===== config.mk =====
export PLATFORM = sky130hd
export DESIGN_NAME = fetch_top
export DESIGN_NICKNAME = d
export VERILOG_FILES = /design/src/design/fetch_pkg.sv /design/src/design/fetch_cfg_regs.sv /design/src/design/axil_instr_reader.sv /design/src/design/instr_queue.sv /design/src/design/branch_predict.sv /design/src/design/fetch_unit.sv /design/src/design/fetch_top.sv
export SDC_FILE = /design/constraint.sdc
export NUM_CORES = 1
export LEC_CHECK = 0
export ABC_CLOCK_PERIOD_IN_PS = 6100
export BUFFER_PORTS_ARGS = -buffer_cell sky130_fd_sc_hd__buf_2
export CORE_ASPECT_RATIO = 1.4
export CORE_MARGIN = 2
export CORE_UTILIZATION = 25
export CTS_CLUSTER_SIZE = 30
export DETAILED_ROUTE_END_ITERATION = 7
export GPL_ROUTABILITY_DRIVEN = 1
export PLACE_DENSITY_LB_ADDON = 0.08
export SETUP_SLACK_MARGIN = 0.02
export SYNTH_ARGS = -nofsm -noshare
export SYNTH_HDL_FRONTEND = slang
export SYNTH_SLANG_ARGS = --single-unit

===== constraint.sdc =====
create_clock -name clk -period 6.1 [get_ports clk]
set_input_delay 0.61 -clock clk [delete_from_list [all_inputs] [get_ports clk]]
set_output_delay 0.61 -clock clk [all_outputs]
set_load 0.1 [all_outputs]

===== src/design/fetch_pkg.sv =====
package fetch_pkg;

	// data and address width
	localparam int xlen = 32;

	// instruction queue sizing, 16 entries
	localparam int queue_depth_log2 = 4;
	// leaves room for the one read that may still be in flight
	localparam int queue_almost_full_level = 14;

	// opcodes seen by the static predictor
	localparam logic [6:0] opcode_branch = 7'b1100011;
	localparam logic [6:0] opcode_jal = 7'b1101111;

	// fixed instruction words
	localparam logic [xlen-1:0] instr_ecall = 32'h0000_0073;
	localparam logic [xlen-1:0] instr_nop = 32'h0000_0013;

	// configuration register map
	localparam logic cfg_addr_boot_pc = 1'b0;
	localparam logic cfg_addr_endian = 1'b1;

	// fetch FSM encoding
	localparam logic [1:0] st_halt = 2'd0;
	localparam logic [1:0] st_fetch = 2'd1;
	localparam logic [1:0] st_stall = 2'd2;
	localparam logic [1:0] st_ecall_wait = 2'd3;

	// AXI-Lite read master encoding
	localparam logic [1:0] axr_idle = 2'd0;
	localparam logic [1:0] axr_addr = 2'd1;
	localparam logic [1:0] axr_data = 2'd2;

	// unprivileged, secure, instruction access
	localparam logic [2:0] arprot_instr = 3'b100;

	// B-type field split, msb first
	typedef struct packed {
		logic		imm_12;
		logic [5:0]	imm_10_5;
		logic [4:0]	rs2;
		logic [4:0]	rs1;
		logic [2:0]	funct3;
		logic [3:0]	imm_4_1;
		logic		imm_11;
		logic [6:0]	opcode;
	} b_fields_t;

	// one instruction word, raw or as branch fields
	typedef union packed {
		logic [xlen-1:0]	raw;
		b_fields_t		b_fields;
	} instr_u;

endpackage


===== src/design/fetch_cfg_regs.sv =====
`timescale 1ns/1ns

module fetch_cfg_regs (
	input	logic				clk,
	input	logic				rst_n,

	// plain write strobe
	input	logic				cfg_wr,
	input	logic				cfg_addr,
	input	logic [fetch_pkg::xlen-1:0]	cfg_wdata,

	// to the fetch unit
	output	logic [fetch_pkg::xlen-1:0]	boot_pc,
	output	logic				big_endian
);

	import fetch_pkg::*;

	logic sel_boot_pc;
	logic sel_endian;

	// register select
	assign sel_boot_pc = cfg_wr && (cfg_addr == cfg_addr_boot_pc);
	assign sel_endian = cfg_wr && (cfg_addr == cfg_addr_endian);

	// boot address, kept word aligned
	always_ff @(posedge clk or negedge rst_n) begin
		if (!rst_n) begin
			boot_pc <= '0;
		end else if (sel_boot_pc) begin
			boot_pc <= {cfg_wdata[xlen-1:2], 2'b00};
		end
	end

	// byte-order flag, little endian after reset
	always_ff @(posedge clk or negedge rst_n) begin
		if (!rst_n) begin
			big_endian <= 1'b0;
		end else if (sel_endian) begin
			big_endian <= cfg_wdata[0];
		end
	end

endmodule


===== src/design/axil_instr_reader.sv =====
`timescale 1ns/1ns

module axil_instr_reader (
	input	logic				clk,
	input	logic				rst_n,

	// request side from the fetch unit
	input	logic				rd_req,
	input	logic [fetch_pkg::xlen-1:0]	rd_addr,
	output	logic				done,
	output	logic [fetch_pkg::xlen-1:0]	rd_data,

	// AXI-Lite read address channel
	output	logic [fetch_pkg::xlen-1:0]	araddr,
	output	logic [2:0]			arprot,
	output	logic				arvalid,
	input	logic				arready,

	// AXI-Lite read data channel
	input	logic [fetch_pkg::xlen-1:0]	rdata,
	input	logic [1:0]			rresp,
	input	logic				rvalid,
	output	logic				rready
);

	import fetch_pkg::*;

	logic [1:0] state;
	logic [1:0] state_nxt;
	logic [xlen-1:0] addr_q;

	always_ff @(posedge clk or negedge rst_n) begin
		if (!rst_n) begin
			state <= axr_idle;
		end else begin
			state <= state_nxt;
		end
	end

	// request address, captured once per read
	always_ff @(posedge clk) begin
		if (state == axr_idle && rd_req) begin
			addr_q <= rd_addr;
		end
	end

	always_comb begin
		state_nxt = state;
		case (state)
			axr_idle: begin
				if (rd_req) begin
					state_nxt = axr_addr;
				end
			end
			axr_addr: begin
				if (arready) begin
					state_nxt = axr_data;
				end
			end
			axr_data: begin
				if (rvalid) begin
					state_nxt = axr_idle;
				end
			end
			default: begin
				state_nxt = axr_idle;
			end
		endcase
	end

	assign araddr = addr_q;
	assign arprot = arprot_instr;
	assign arvalid = (state == axr_addr);
	assign rready = (state == axr_data);

	// rresp is not checked, bus errors are out of scope
	assign done = rvalid && rready;
	assign rd_data = rdata;

endmodule


===== src/design/instr_queue.sv =====
`timescale 1ns/1ns

module instr_queue (
	input	logic				clk,
	input	logic				rst_n,
	input	logic				flush,

	// write side
	input	logic				wr_en,
	input	logic [fetch_pkg::xlen-1:0]	wr_instr,
	input	logic [fetch_pkg::xlen-1:0]	wr_pc,
	input	logic				wr_taken,

	// read side, head shown combinationally
	input	logic				rd_en,
	output	logic [fetch_pkg::xlen-1:0]	head_instr,
	output	logic [fetch_pkg::xlen-1:0]	head_pc,
	output	logic				head_taken,

	output	logic				empty,
	output	logic				almost_full
);

	import fetch_pkg::*;

	// entry is {instr, pc, taken}
	logic [2*xlen:0] mem [2**queue_depth_log2];
	logic [queue_depth_log2-1:0] wr_ptr;
	logic [queue_depth_log2-1:0] rd_ptr;
	logic [queue_depth_log2:0] count;
	logic do_rd;

	assign do_rd = rd_en && !empty;

	always_ff @(posedge clk) begin
		if (wr_en) begin
			mem[wr_ptr] <= {wr_instr, wr_pc, wr_taken};
		end
	end

	always_ff @(posedge clk or negedge rst_n) begin
		if (!rst_n) begin
			wr_ptr <= '0;
			rd_ptr <= '0;
			count <= '0;
		end else if (flush) begin
			wr_ptr <= '0;
			rd_ptr <= '0;
			count <= '0;
		end else begin
			if (wr_en) begin
				wr_ptr <= wr_ptr + 1'b1;
			end
			if (do_rd) begin
				rd_ptr <= rd_ptr + 1'b1;
			end
			// count only moves when exactly one side is active
			if (wr_en && !do_rd) begin
				count <= count + 1'b1;
			end else if (!wr_en && do_rd) begin
				count <= count - 1'b1;
			end
		end
	end

	assign {head_instr, head_pc, head_taken} = mem[rd_ptr];
	assign empty = (count == '0);
	assign almost_full = (count >= queue_almost_full_level);

endmodule


===== src/design/branch_predict.sv =====
`timescale 1ns/1ns

module branch_predict (
	input	fetch_pkg::instr_u		instr,
	input	logic [fetch_pkg::xlen-1:0]	pc,
	output	logic				taken,
	output	logic [fetch_pkg::xlen-1:0]	target
);

	import fetch_pkg::*;

	logic is_branch;
	logic is_jal;
	logic [xlen-1:0] b_imm;
	logic [xlen-1:0] j_imm;

	assign is_branch = (instr.b_fields.opcode == opcode_branch);
	assign is_jal = (instr.b_fields.opcode == opcode_jal);

	// B immediate from the branch field view
	assign b_imm = {
		{(xlen-12){instr.b_fields.imm_12}},
		instr.b_fields.imm_11,
		instr.b_fields.imm_10_5,
		instr.b_fields.imm_4_1,
		1'b0
	};

	// J immediate straight from the raw word
	assign j_imm = {
		{(xlen-20){instr.raw[31]}},
		instr.raw[19:12],
		instr.raw[20],
		instr.raw[30:21],
		1'b0
	};

	// backward taken, forward not taken, JAL always
	assign taken = is_jal || (is_branch && instr.b_fields.imm_12);
	assign target = pc + (is_jal ? j_imm : b_imm);

endmodule


===== src/design/fetch_unit.sv =====
`timescale 1ns/1ns

module fetch_unit (
	input	logic				clk,
	input	logic				rst_n,

	// decode-stage control
	input	logic				go,
	input	logic				stall,
	input	logic				flush,
	input	logic [fetch_pkg::xlen-1:0]	pc_bj,
	input	logic				ecall_retire,

	// configuration
	input	logic [fetch_pkg::xlen-1:0]	boot_pc,
	input	logic				big_endian,

	// bus reader
	output	logic				rd_req,
	output	logic [fetch_pkg::xlen-1:0]	rd_addr,
	input	logic				done,
	input	logic [fetch_pkg::xlen-1:0]	rd_data,

	// to decode
	output	fetch_pkg::instr_u		instr,
	output	logic [fetch_pkg::xlen-1:0]	pc_out,
	output	logic [fetch_pkg::xlen-1:0]	pc_p4_out,
	output	logic				taken,
	output	logic				instr_valid
);

	import fetch_pkg::*;

	logic [1:0] state;
	logic [1:0] state_nxt;
	logic [xlen-1:0] pc;
	logic pending;
	logic drop;
	logic accept;
	logic is_ecall;
	instr_u fetched;
	logic pred_taken;
	logic [xlen-1:0] pred_target;
	logic [xlen-1:0] head_instr;
	logic [xlen-1:0] head_pc;
	logic head_taken;
	logic q_empty;
	logic q_almost_full;
	logic q_rd;

	// byte-order normalization
	assign fetched.raw = big_endian ?
		{rd_data[7:0], rd_data[15:8], rd_data[23:16], rd_data[31:24]} : rd_data;

	// a done is kept unless a flush caught it
	assign accept = done && !drop && !flush;
	assign is_ecall = (fetched.raw == instr_ecall);

	always_ff @(posedge clk or negedge rst_n) begin
		if (!rst_n) begin
			state <= st_halt;
		end else begin
			state <= state_nxt;
		end
	end

	always_comb begin
		state_nxt = state;
		case (state)
			st_halt: begin
				if (go) begin
					state_nxt = st_fetch;
				end
			end
			st_fetch, st_stall: begin
				// in-flight read still lands while stalled
				if (accept && is_ecall) begin
					state_nxt = st_ecall_wait;
				end else if (q_almost_full) begin
					state_nxt = st_stall;
				end else begin
					state_nxt = st_fetch;
				end
			end
			st_ecall_wait: begin
				if (ecall_retire) begin
					state_nxt = st_halt;
				end
			end
			default: begin
				state_nxt = st_halt;
			end
		endcase
	end

	// one read at a time, none in a flush cycle
	assign rd_req = (state == st_fetch) && !pending && !q_almost_full && !flush;
	assign rd_addr = pc;

	always_ff @(posedge clk or negedge rst_n) begin
		if (!rst_n) begin
			pending <= 1'b0;
			drop <= 1'b0;
		end else begin
			if (rd_req) begin
				pending <= 1'b1;
			end else if (done) begin
				pending <= 1'b0;
			end
			if (done) begin
				drop <= 1'b0;
			end else if (flush && pending) begin
				drop <= 1'b1;
			end
		end
	end

	// pc steering
	always_ff @(posedge clk or negedge rst_n) begin
		if (!rst_n) begin
			pc <= '0;
		end else if (flush) begin
			pc <= pc_bj;
		end else if (state == st_halt && go) begin
			pc <= boot_pc;
		end else if (accept) begin
			pc <= pred_taken ? pred_target : pc + 32'd4;
		end
	end

	branch_predict branch_predict_i (
		.instr		(fetched),
		.pc		(pc),
		.taken		(pred_taken),
		.target		(pred_target)
	);

	assign q_rd = instr_valid && !stall;

	instr_queue instr_queue_i (
		.clk		(clk),
		.rst_n		(rst_n),
		.flush		(flush),
		.wr_en		(accept),
		.wr_instr	(fetched.raw),
		.wr_pc		(pc),
		.wr_taken	(pred_taken),
		.rd_en		(q_rd),
		.head_instr	(head_instr),
		.head_pc	(head_pc),
		.head_taken	(head_taken),
		.empty		(q_empty),
		.almost_full	(q_almost_full)
	);

	// decode side, NOP when the queue is empty
	assign instr_valid = !q_empty;
	assign instr.raw = instr_valid ? head_instr : instr_nop;
	assign pc_out = head_pc;
	assign pc_p4_out = head_pc + 32'd4;
	assign taken = instr_valid && head_taken;

endmodule


===== src/design/fetch_top.sv =====
`timescale 1ns/1ns

module fetch_top (
	input	logic				clk,
	input	logic				rst_n,

	// configuration writes
	input	logic				cfg_wr,
	input	logic				cfg_addr,
	input	logic [fetch_pkg::xlen-1:0]	cfg_wdata,

	// decode-stage control
	input	logic				go,
	input	logic				stall,
	input	logic				flush,
	input	logic [fetch_pkg::xlen-1:0]	pc_bj,
	input	logic				ecall_retire,

	// decode-stage outputs
	output	fetch_pkg::instr_u		instr,
	output	logic [fetch_pkg::xlen-1:0]	pc_out,
	output	logic [fetch_pkg::xlen-1:0]	pc_p4_out,
	output	logic				taken,
	output	logic				instr_valid,

	// AXI-Lite read channel
	output	logic [fetch_pkg::xlen-1:0]	araddr,
	output	logic [2:0]			arprot,
	output	logic				arvalid,
	input	logic				arready,
	input	logic [fetch_pkg::xlen-1:0]	rdata,
	input	logic [1:0]			rresp,
	input	logic				rvalid,
	output	logic				rready
);

	import fetch_pkg::*;

	logic [xlen-1:0] boot_pc;
	logic big_endian;
	logic rd_req;
	logic [xlen-1:0] rd_addr;
	logic done;
	logic [xlen-1:0] rd_data;

	fetch_cfg_regs fetch_cfg_regs_i (
		.clk		(clk),
		.rst_n		(rst_n),
		.cfg_wr		(cfg_wr),
		.cfg_addr	(cfg_addr),
		.cfg_wdata	(cfg_wdata),
		.boot_pc	(boot_pc),
		.big_endian	(big_endian)
	);

	fetch_unit fetch_unit_i (
		.clk		(clk),
		.rst_n		(rst_n),
		.go		(go),
		.stall		(stall),
		.flush		(flush),
		.pc_bj		(pc_bj),
		.ecall_retire	(ecall_retire),
		.boot_pc	(boot_pc),
		.big_endian	(big_endian),
		.rd_req		(rd_req),
		.rd_addr	(rd_addr),
		.done		(done),
		.rd_data	(rd_data),
		.instr		(instr),
		.pc_out		(pc_out),
		.pc_p4_out	(pc_p4_out),
		.taken		(taken),
		.instr_valid	(instr_valid)
	);

	axil_instr_reader axil_instr_reader_i (
		.clk		(clk),
		.rst_n		(rst_n),
		.rd_req		(rd_req),
		.rd_addr	(rd_addr),
		.done		(done),
		.rd_data	(rd_data),
		.araddr		(araddr),
		.arprot		(arprot),
		.arvalid	(arvalid),
		.arready	(arready),
		.rdata		(rdata),
		.rresp		(rresp),
		.rvalid		(rvalid),
		.rready		(rready)
	);

endmodule


==> impl_results.md, run 1 <==
* Worst slew pin tran at 1.31 ns
* CTS Sinks at 1,154
* Hold_buf cts at 8
* CORE AREA at 191,000 µm²
* Setup TNS at 0 ns
* Clock skew at 0.0224 ns
* Final Power at 23.9 mW
* Worst-Skew Late Latency at 0.76 ns
* CTS tree: built
* ANT nets after route at 0
* Clk pin slew, worst setup/hold paths at 0.06 ns
* Pint at 15.4 mW
* Starting Density at 25.2%
* Peak Freq at 173 MHz
* Synth async-reset ratio at 7.11%
* Die area at 196,000 µm²
* Fin. max-slew vios at 0
* CP startpoint: fetch_unit_i.instr_queue_i.rd_ptr[0]
* Combinational fraction of design power at 27.6%
* Maximum number of pins on one net before global-route repair at 87
* Vias per inst at 4.69
* Hpwl dp at 88,200 µm
* Ys flop type: edfxtp_1
* Worst hold path type: input pin to register
* Most frequent cells in the layout: edfxtp_1, mux4_2, buf_2
* CP max stage delay at 0.70 ns
* Worst r2r path cells at 17
* Worst VDD drop at 0.000480 V
* Most common cell after layout, fill and taps aside: edfxtp_1
* Relative slew slack at 12.6%
* Die Height at 523 µm
* Reg2reg start: fetch_cfg_regs_i.big_endian
* Syn_area_per_cell at 19.5 µm²
* CTS HTree Levels at 4
* Fill count at 18,740
* 1st-pass router iterations at 5
* GRT Total Usage at 15.6%
* FF-to-FF setup slack at 0.95 ns
* Register area share after synthesis at 71.1%
* EDFF count, synth at 1,072
* CP Cell Sequence: mux4_2 > nor2b_1 > a211oi_1 > a21oi_1 > nand3_2 > nor3_4 > and3_1 > nand4_1 > xnor2_2 > buf_2
* WHS Endpoint: fetch_cfg_regs_i.boot_pc[17]
* Wirelength, routed at 154,000 µm
* Fin crit share at 95.0%
* RR Endpoint: fetch_unit_i.rd_addr[31]
* WP data arrival at 5.19 ns
* Fin. Hold Viols at 0
* WHS Path Cells at 2
* GR Overflow Total at 0
* Seq pwr share at 40.6%
* Post-CTS Resized at 0
* Vias in the first global route at 27,134
* Power Dens Cells at 421 nW/µm²
* DRC viols at 0
* Cells after synthesis at 2,469
* Outcome: complete, no violations
* Critical Path RT at 5.49 ns
* CP Launch Type: register
* Area grow syn2layout at 17.9%
* Critical Path End Type: output port
* Fin Hold WS at 0.0786 ns
* Minimum clock period at 5.80 ns
* Initial antenna violation count at 21
* Layout cell share with drive strength beyond 1 at 29.3%
* I/O Pins at 243
* DR WL/cell at 28.5 µm
* # rows at 190
* Clock Power Share at 31.8%
* Starting DRT DRC Count at 1,952
* Reported net switching power at 8.44 mW
* Register Area at 34,300 µm²
* Area of the multi-input gates at 13,100 µm²
* Net Sw Frac at 35.3%
* Die Wd at 375 µm
* Hold_sp: cfg_wdata[17]
* Setup CP Type: register to output port
* Net count, final at 2,954
* CTS Buf Count at 131
* Cell area after synthesis at 48,100 µm²
* First-pass GRT wire length at 215,000 µm
* Seq cells post-synth at 1,154
* Finish-stage setup viols at 0
* Setup Buffers After CTS at 0
* RSZ-0062 raised after global routing: no
* Via count at 25,297
* Netlist cell types at 74
* Max-Cap Viols at 0
* Root Driver: clkbuf_16
* Crit-path slowest cell: dfrtp_4
* Clock Path Buffers at 3
* CP max FO at 25
* PortBufs at 236
* Final GP Congestion at 0.762
* YS warnings at 0
* Static leakage at 18.3 nW
-- power by group through the flow --
stage	Sequential, mW	Combinational [mW]	Clock [mW]
after global routing	9.75	6.99	8.11
after detailed placement	9.87	6.69	0
after CTS	9.72	6.72	7.86
after floorplan	9.87	4.85	0
after global placement	9.85	6.66	0
final	9.69	6.59	7.60
-- critical path: cells and delay by family, from the launching register on --
kind	cells	cell delay, ns
AO/OA/AOI/OAI	2	0.69
multiplexers	1	0.41
buffers and inverters	1	0.50
XOR/XNOR	1	0.35
flip-flops	1	0.70
AND/OR/NAND/NOR	5	1.77
-- area by class of cell --
type,count,area share (%)
sequential,1154,60.4
inverter,43,0.285
tap,2496,5.50
clock buffer,170,6.25
timing repair buffer,319,3.63
antenna,1,0.00441
multi-input combinational,1151,23.1
clock inverter,61,0.860
-- routing by layer --
layer  track usage [%]  vias to the layer above  share of wire [%]
met5                 0                        -             0.0085
met4              3.85                        2                1.8
met3              2.50                      160                4.3
met2              26.2                      705                 49
met1              21.2                    13633                 45
li1                  -                    10797                  -
-- cells in the mapped netlist, types with 7 or more instances --
library cell  instances  share of area [%]
edfxtp_1           1072                 67
mux4_2              266                 12
nor2_1               97               0.76
a21oi_1              90               0.94
nand2_1              88               0.69
dfrtp_1              82                4.3
mux4_1               57                3.1
clkbuf_1             56               0.44
o21ai_0              56               0.58
ha_1                 44                1.1
mux2_2               44                1.0
xnor2_1              43               0.78
inv_1                42               0.33
nand3_1              40               0.42
xor2_1               37               0.67
nor2b_1              36               0.47
mux2i_1              31               0.64
nor3_1               28               0.29
buf_2                24               0.25
a21o_1               20               0.31
and2_1               16               0.21
a211oi_1             15               0.23
buf_6                13               0.30
a31oi_1              12               0.16
buf_1                12              0.094
nand4_1              12               0.16
and3_1               11               0.14
buf_4                 8               0.12
o211ai_1              8               0.12
buf_12                7               0.29
nand2b_1              7              0.091
nor4_1                7              0.091
-- cell families (layout without fill, tap and decap cells) --
family / count (synthesis) / after routing / share of synthesized area (%)
XOR/XNOR: 81 / 81 / 1.49
multiplexers: 398 / 398 / 17.2
flip-flops: 1154 / 1154 / 71.1
AO/OA/AOI/OAI: 245 / 245 / 3.09
adder cells (fa/ha/maj): 46 / 46 / 1.23
buffers and inverters: 165 / 593 / 1.88
other: 2 / 4 / 0.0156
AND/OR/NAND/NOR: 378 / 378 / 3.93
-- sequential cells by signal, summed over array words and instances, names as in the netlist --
register	flops
axil_instr_reader_i.araddr	32
fetch_unit_i.state	2
fetch_cfg_regs_i.boot_pc	30
fetch_unit_i.instr_queue_i.wr_ptr	4
fetch_unit_i.rd_addr	32
axil_instr_reader_i.state	2
fetch_unit_i.instr_queue_i.mem	1040
fetch_cfg_regs_i.big_endian	1
fetch_unit_i.pending	1
fetch_unit_i.instr_queue_i.count	5
fetch_unit_i.drop	1
fetch_unit_i.instr_queue_i.rd_ptr	4
-- how the worst max path moves through the flow --
stage	end	slack [ns]	cells after the start
after floorplan	pc_p4_out[20]	0.05	12
after global placement	fetch_unit_i.rd_addr[31]	0.88	18
after detailed placement	fetch_unit_i.rd_addr[31]	0.83	18
after CTS	pc_p4_out[31]	0.15	10
after global routing	pc_p4_out[31]	0.11	10
final	pc_p4_out[27]	0.30	10
-- stage by stage --
stage          instances  cell area [µm²]  util (%)  setup slack (ns)
6_report            5395            56700      29.6             0.303
5_1_grt             5395            56700      29.6             0.110
3_3_place_gp        5155            52600      27.5             0.881
3_5_place_dp        5155            52600      27.5             0.833
4_1_cts             5394            56700      29.6             0.154
2_1_floorplan       2470            48200         -            0.0459
Power figures use the tool's default switching activity.
==> inputs of run 2 (changes only) <==
--- a/config.mk
+++ b/config.mk
@@ -8,13 +8,15 @@
 export ABC_CLOCK_PERIOD_IN_PS = 6100
 export BUFFER_PORTS_ARGS = -buffer_cell sky130_fd_sc_hd__buf_2
 export CORE_ASPECT_RATIO = 1.4
-export CORE_MARGIN = 2
+export CORE_MARGIN = 4
 export CORE_UTILIZATION = 25
 export CTS_CLUSTER_SIZE = 30
 export DETAILED_ROUTE_END_ITERATION = 7
 export GPL_ROUTABILITY_DRIVEN = 1
+export HOLD_SLACK_MARGIN = 0.05
 export PLACE_DENSITY_LB_ADDON = 0.08
 export SETUP_SLACK_MARGIN = 0.02
+export SLEW_MARGIN = 20
 export SYNTH_ARGS = -nofsm -noshare
 export SYNTH_HDL_FRONTEND = slang
 export SYNTH_SLANG_ARGS = --single-unit
==> impl_results.md, run 2 (same netlist as run 1, synthesis figures left out) <==
* CP max FO at 54 (was 25)
* Most frequent cells in the layout: edfxtp_1, mux4_2, buf_2 (unchanged)
* Fin. Hold Viols at 0 (unchanged)
* Largest Register: fetch_unit_i.instr_queue_i.mem (unchanged)
* CTS tree: built (unchanged)
* Critical Path RT at 5.49 ns (about the same)
* Root Driver: clkbuf_16 (unchanged)
* Clock skew at 0.0286 ns (was 0.0224 ns)
* Final Power at 24.1 mW (was 23.9 mW)
* Starting Density at 25.2% (unchanged)
* Fin. max-slew vios at 0 (unchanged)
* Area grow syn2layout at 19.0% (was 17.9%)
* Die Wd at 379 µm (was 375 µm)
* Initial antenna violation count at 12 (was 21)
* Max reg flops at 1,040 (unchanged)
* I/O Pins at 243 (unchanged)
* Outcome: complete, no violations (unchanged)
* CTS Buf Count at 133 (was 131)
* Clk pin slew, worst setup/hold paths at 0.06 ns (about the same)
* Static leakage at 18.6 nW (was 18.3 nW)
* CORE AREA at 191,000 µm² (unchanged)
* Worst VDD drop at 0.000399 V (was 0.000480 V)
* Most common cell after layout, fill and taps aside: edfxtp_1 (unchanged)
* Worst slew pin tran at 1.11 ns (was 1.31 ns)
* Critical Path End Type: output port (unchanged)
* Hpwl dp at 89,000 µm (was 88,200 µm)
* ANT nets after route at 0 (unchanged)
* PortBufs at 236 (unchanged)
* Worst-Skew Late Latency at 0.75 ns (was 0.76 ns)
* # rows at 190 (unchanged)
* Starting DRT DRC Count at 1,939 (was 1,952)
* Final non-filler cell total at 5,425 (was 5,395)
* 1st-pass router iterations at 5 (unchanged)
* DR WL/cell at 28.3 µm (was 28.5 µm)
* Relative slew slack at 26.1% (was 12.6%)
* WP data arrival at 5.04 ns (was 5.19 ns)
* Maximum number of pins on one net before global-route repair at 99 (was 87)
* Via count at 25,563 (was 25,297)
* Vias in the first global route at 27,148 (was 27,134)
* Final worst setup slack at 0.447 ns (was 0.303 ns)
* GR Overflow Total at 0 (unchanged)
* Setup CP Type: register to output port (unchanged)
* CP Launch Type: register (unchanged)
* CTS HTree Levels at 4 (unchanged)
* CTS Sinks at 1,154 (unchanged)
* Wirelength, routed at 153,000 µm (was 154,000 µm)
* Fin crit share at 92.7% (was 95.0%)
* Final GP Congestion at 0.764 (was 0.762)
* Power Dens Cells at 421 nW/µm² (about the same)
* Vias per inst at 4.71 (was 4.69)
* DRC viols at 0 (unchanged)
* Die area at 200,000 µm² (was 196,000 µm²)
* GRT Total Usage at 15.3% (was 15.6%)
* Net count, final at 2,984 (was 2,954)
* Max-Cap Viols at 0 (unchanged)
* Placed Cells at 5,147 (was 5,155)
* Die Height at 527 µm (was 523 µm)
* Layout cell share with drive strength beyond 1 at 28.9% (was 29.3%)
* Worst hold path type: input pin to register (unchanged)
* Minimum clock period at 5.65 ns (was 5.80 ns)
* Peak Freq at 177 MHz (was 173 MHz)
* First-pass GRT wire length at 215,000 µm (about the same)
* Setup TNS at 0 ns (unchanged)
* Worst slack at placement at 0.716 ns (was 0.833 ns)
* Clock Path Buffers at 3 (unchanged)
* RSZ-0062 raised after global routing: no (unchanged)
* Finish-stage setup viols at 0 (unchanged)
[run 2: path summary, 6_finish.rpt]
kind / startpoint / end / slack (ns) / cells after the start
max in group asynchronous: rst_n / fetch_unit_i.rd_addr[26] / 4.66 / 3
min in group asynchronous: rst_n / fetch_unit_i.instr_queue_i.count[2] / 0.39 / 2
min reg2reg: fetch_cfg_regs_i.boot_pc[23] / fetch_cfg_regs_i.boot_pc[23] / 0.50 / 1
min: pc_bj[16] / fetch_unit_i.rd_addr[16] / 0.15 / 3
max: fetch_unit_i.instr_queue_i.rd_ptr[0] / pc_p4_out[30] / 0.45 / 10
max reg2reg: fetch_cfg_regs_i.big_endian / fetch_unit_i.rd_addr[28] / 0.75 / 16
[run 2: through the flow]
step	instance area (µm²)	hold WS [ns]	utilization [%]
2_1_floorplan	48200	0.314	-
3_3_place_gp	52500	0.487	27.5
3_5_place_dp	52600	0.494	27.5
4_1_cts	57300	0.0613	29.9
5_1_grt	57300	0.102	29.9
6_report	57300	0.147	29.9
[run 2: timing repair]
action	in CTS	in global routing
gates resized for setup	0	1
hold buffers	43	0
endpoints found under the hold margin	57	0
setup endpoints to repair	0	4
buffers inserted	0	1
[run 2: critical path, stage by stage, from the launching register on]
cell     delay [ns]
dfrtp_4        0.64
buf_12         0.43
buf_12         0.44
mux4_1         0.62
mux4_2         0.60
nand2_1        0.19
nor2_2         0.12
nand2_1        0.11
nor3_1         0.06
xor2_1         0.42
buf_2          0.53
[run 2: per-layer routing]
layer	global-route usage, %	share of wire [%]
met5	0	0
met3	2.26	3.8
met4	3.45	1.7
met1	21.1	46
met2	25.5	49
[run 2: area by class of cell]
class	count	area (µm²)
Multi-Input combinational cell	1151	13100
Clock buffer	167	3640
Tap cell	2496	3120
Clock inverter	63	576
Fill cell	18621	134000
Sequential cell	1154	34300
Timing Repair Buffer	347	2440
Antenna cell	4	10.0
Inverter	43	161
[run 2: where the power goes]
part           internal [mW]  switching (mW)
Clock                   4.66            3.18
Combinational           1.91            4.69
Sequential              9.19           0.482
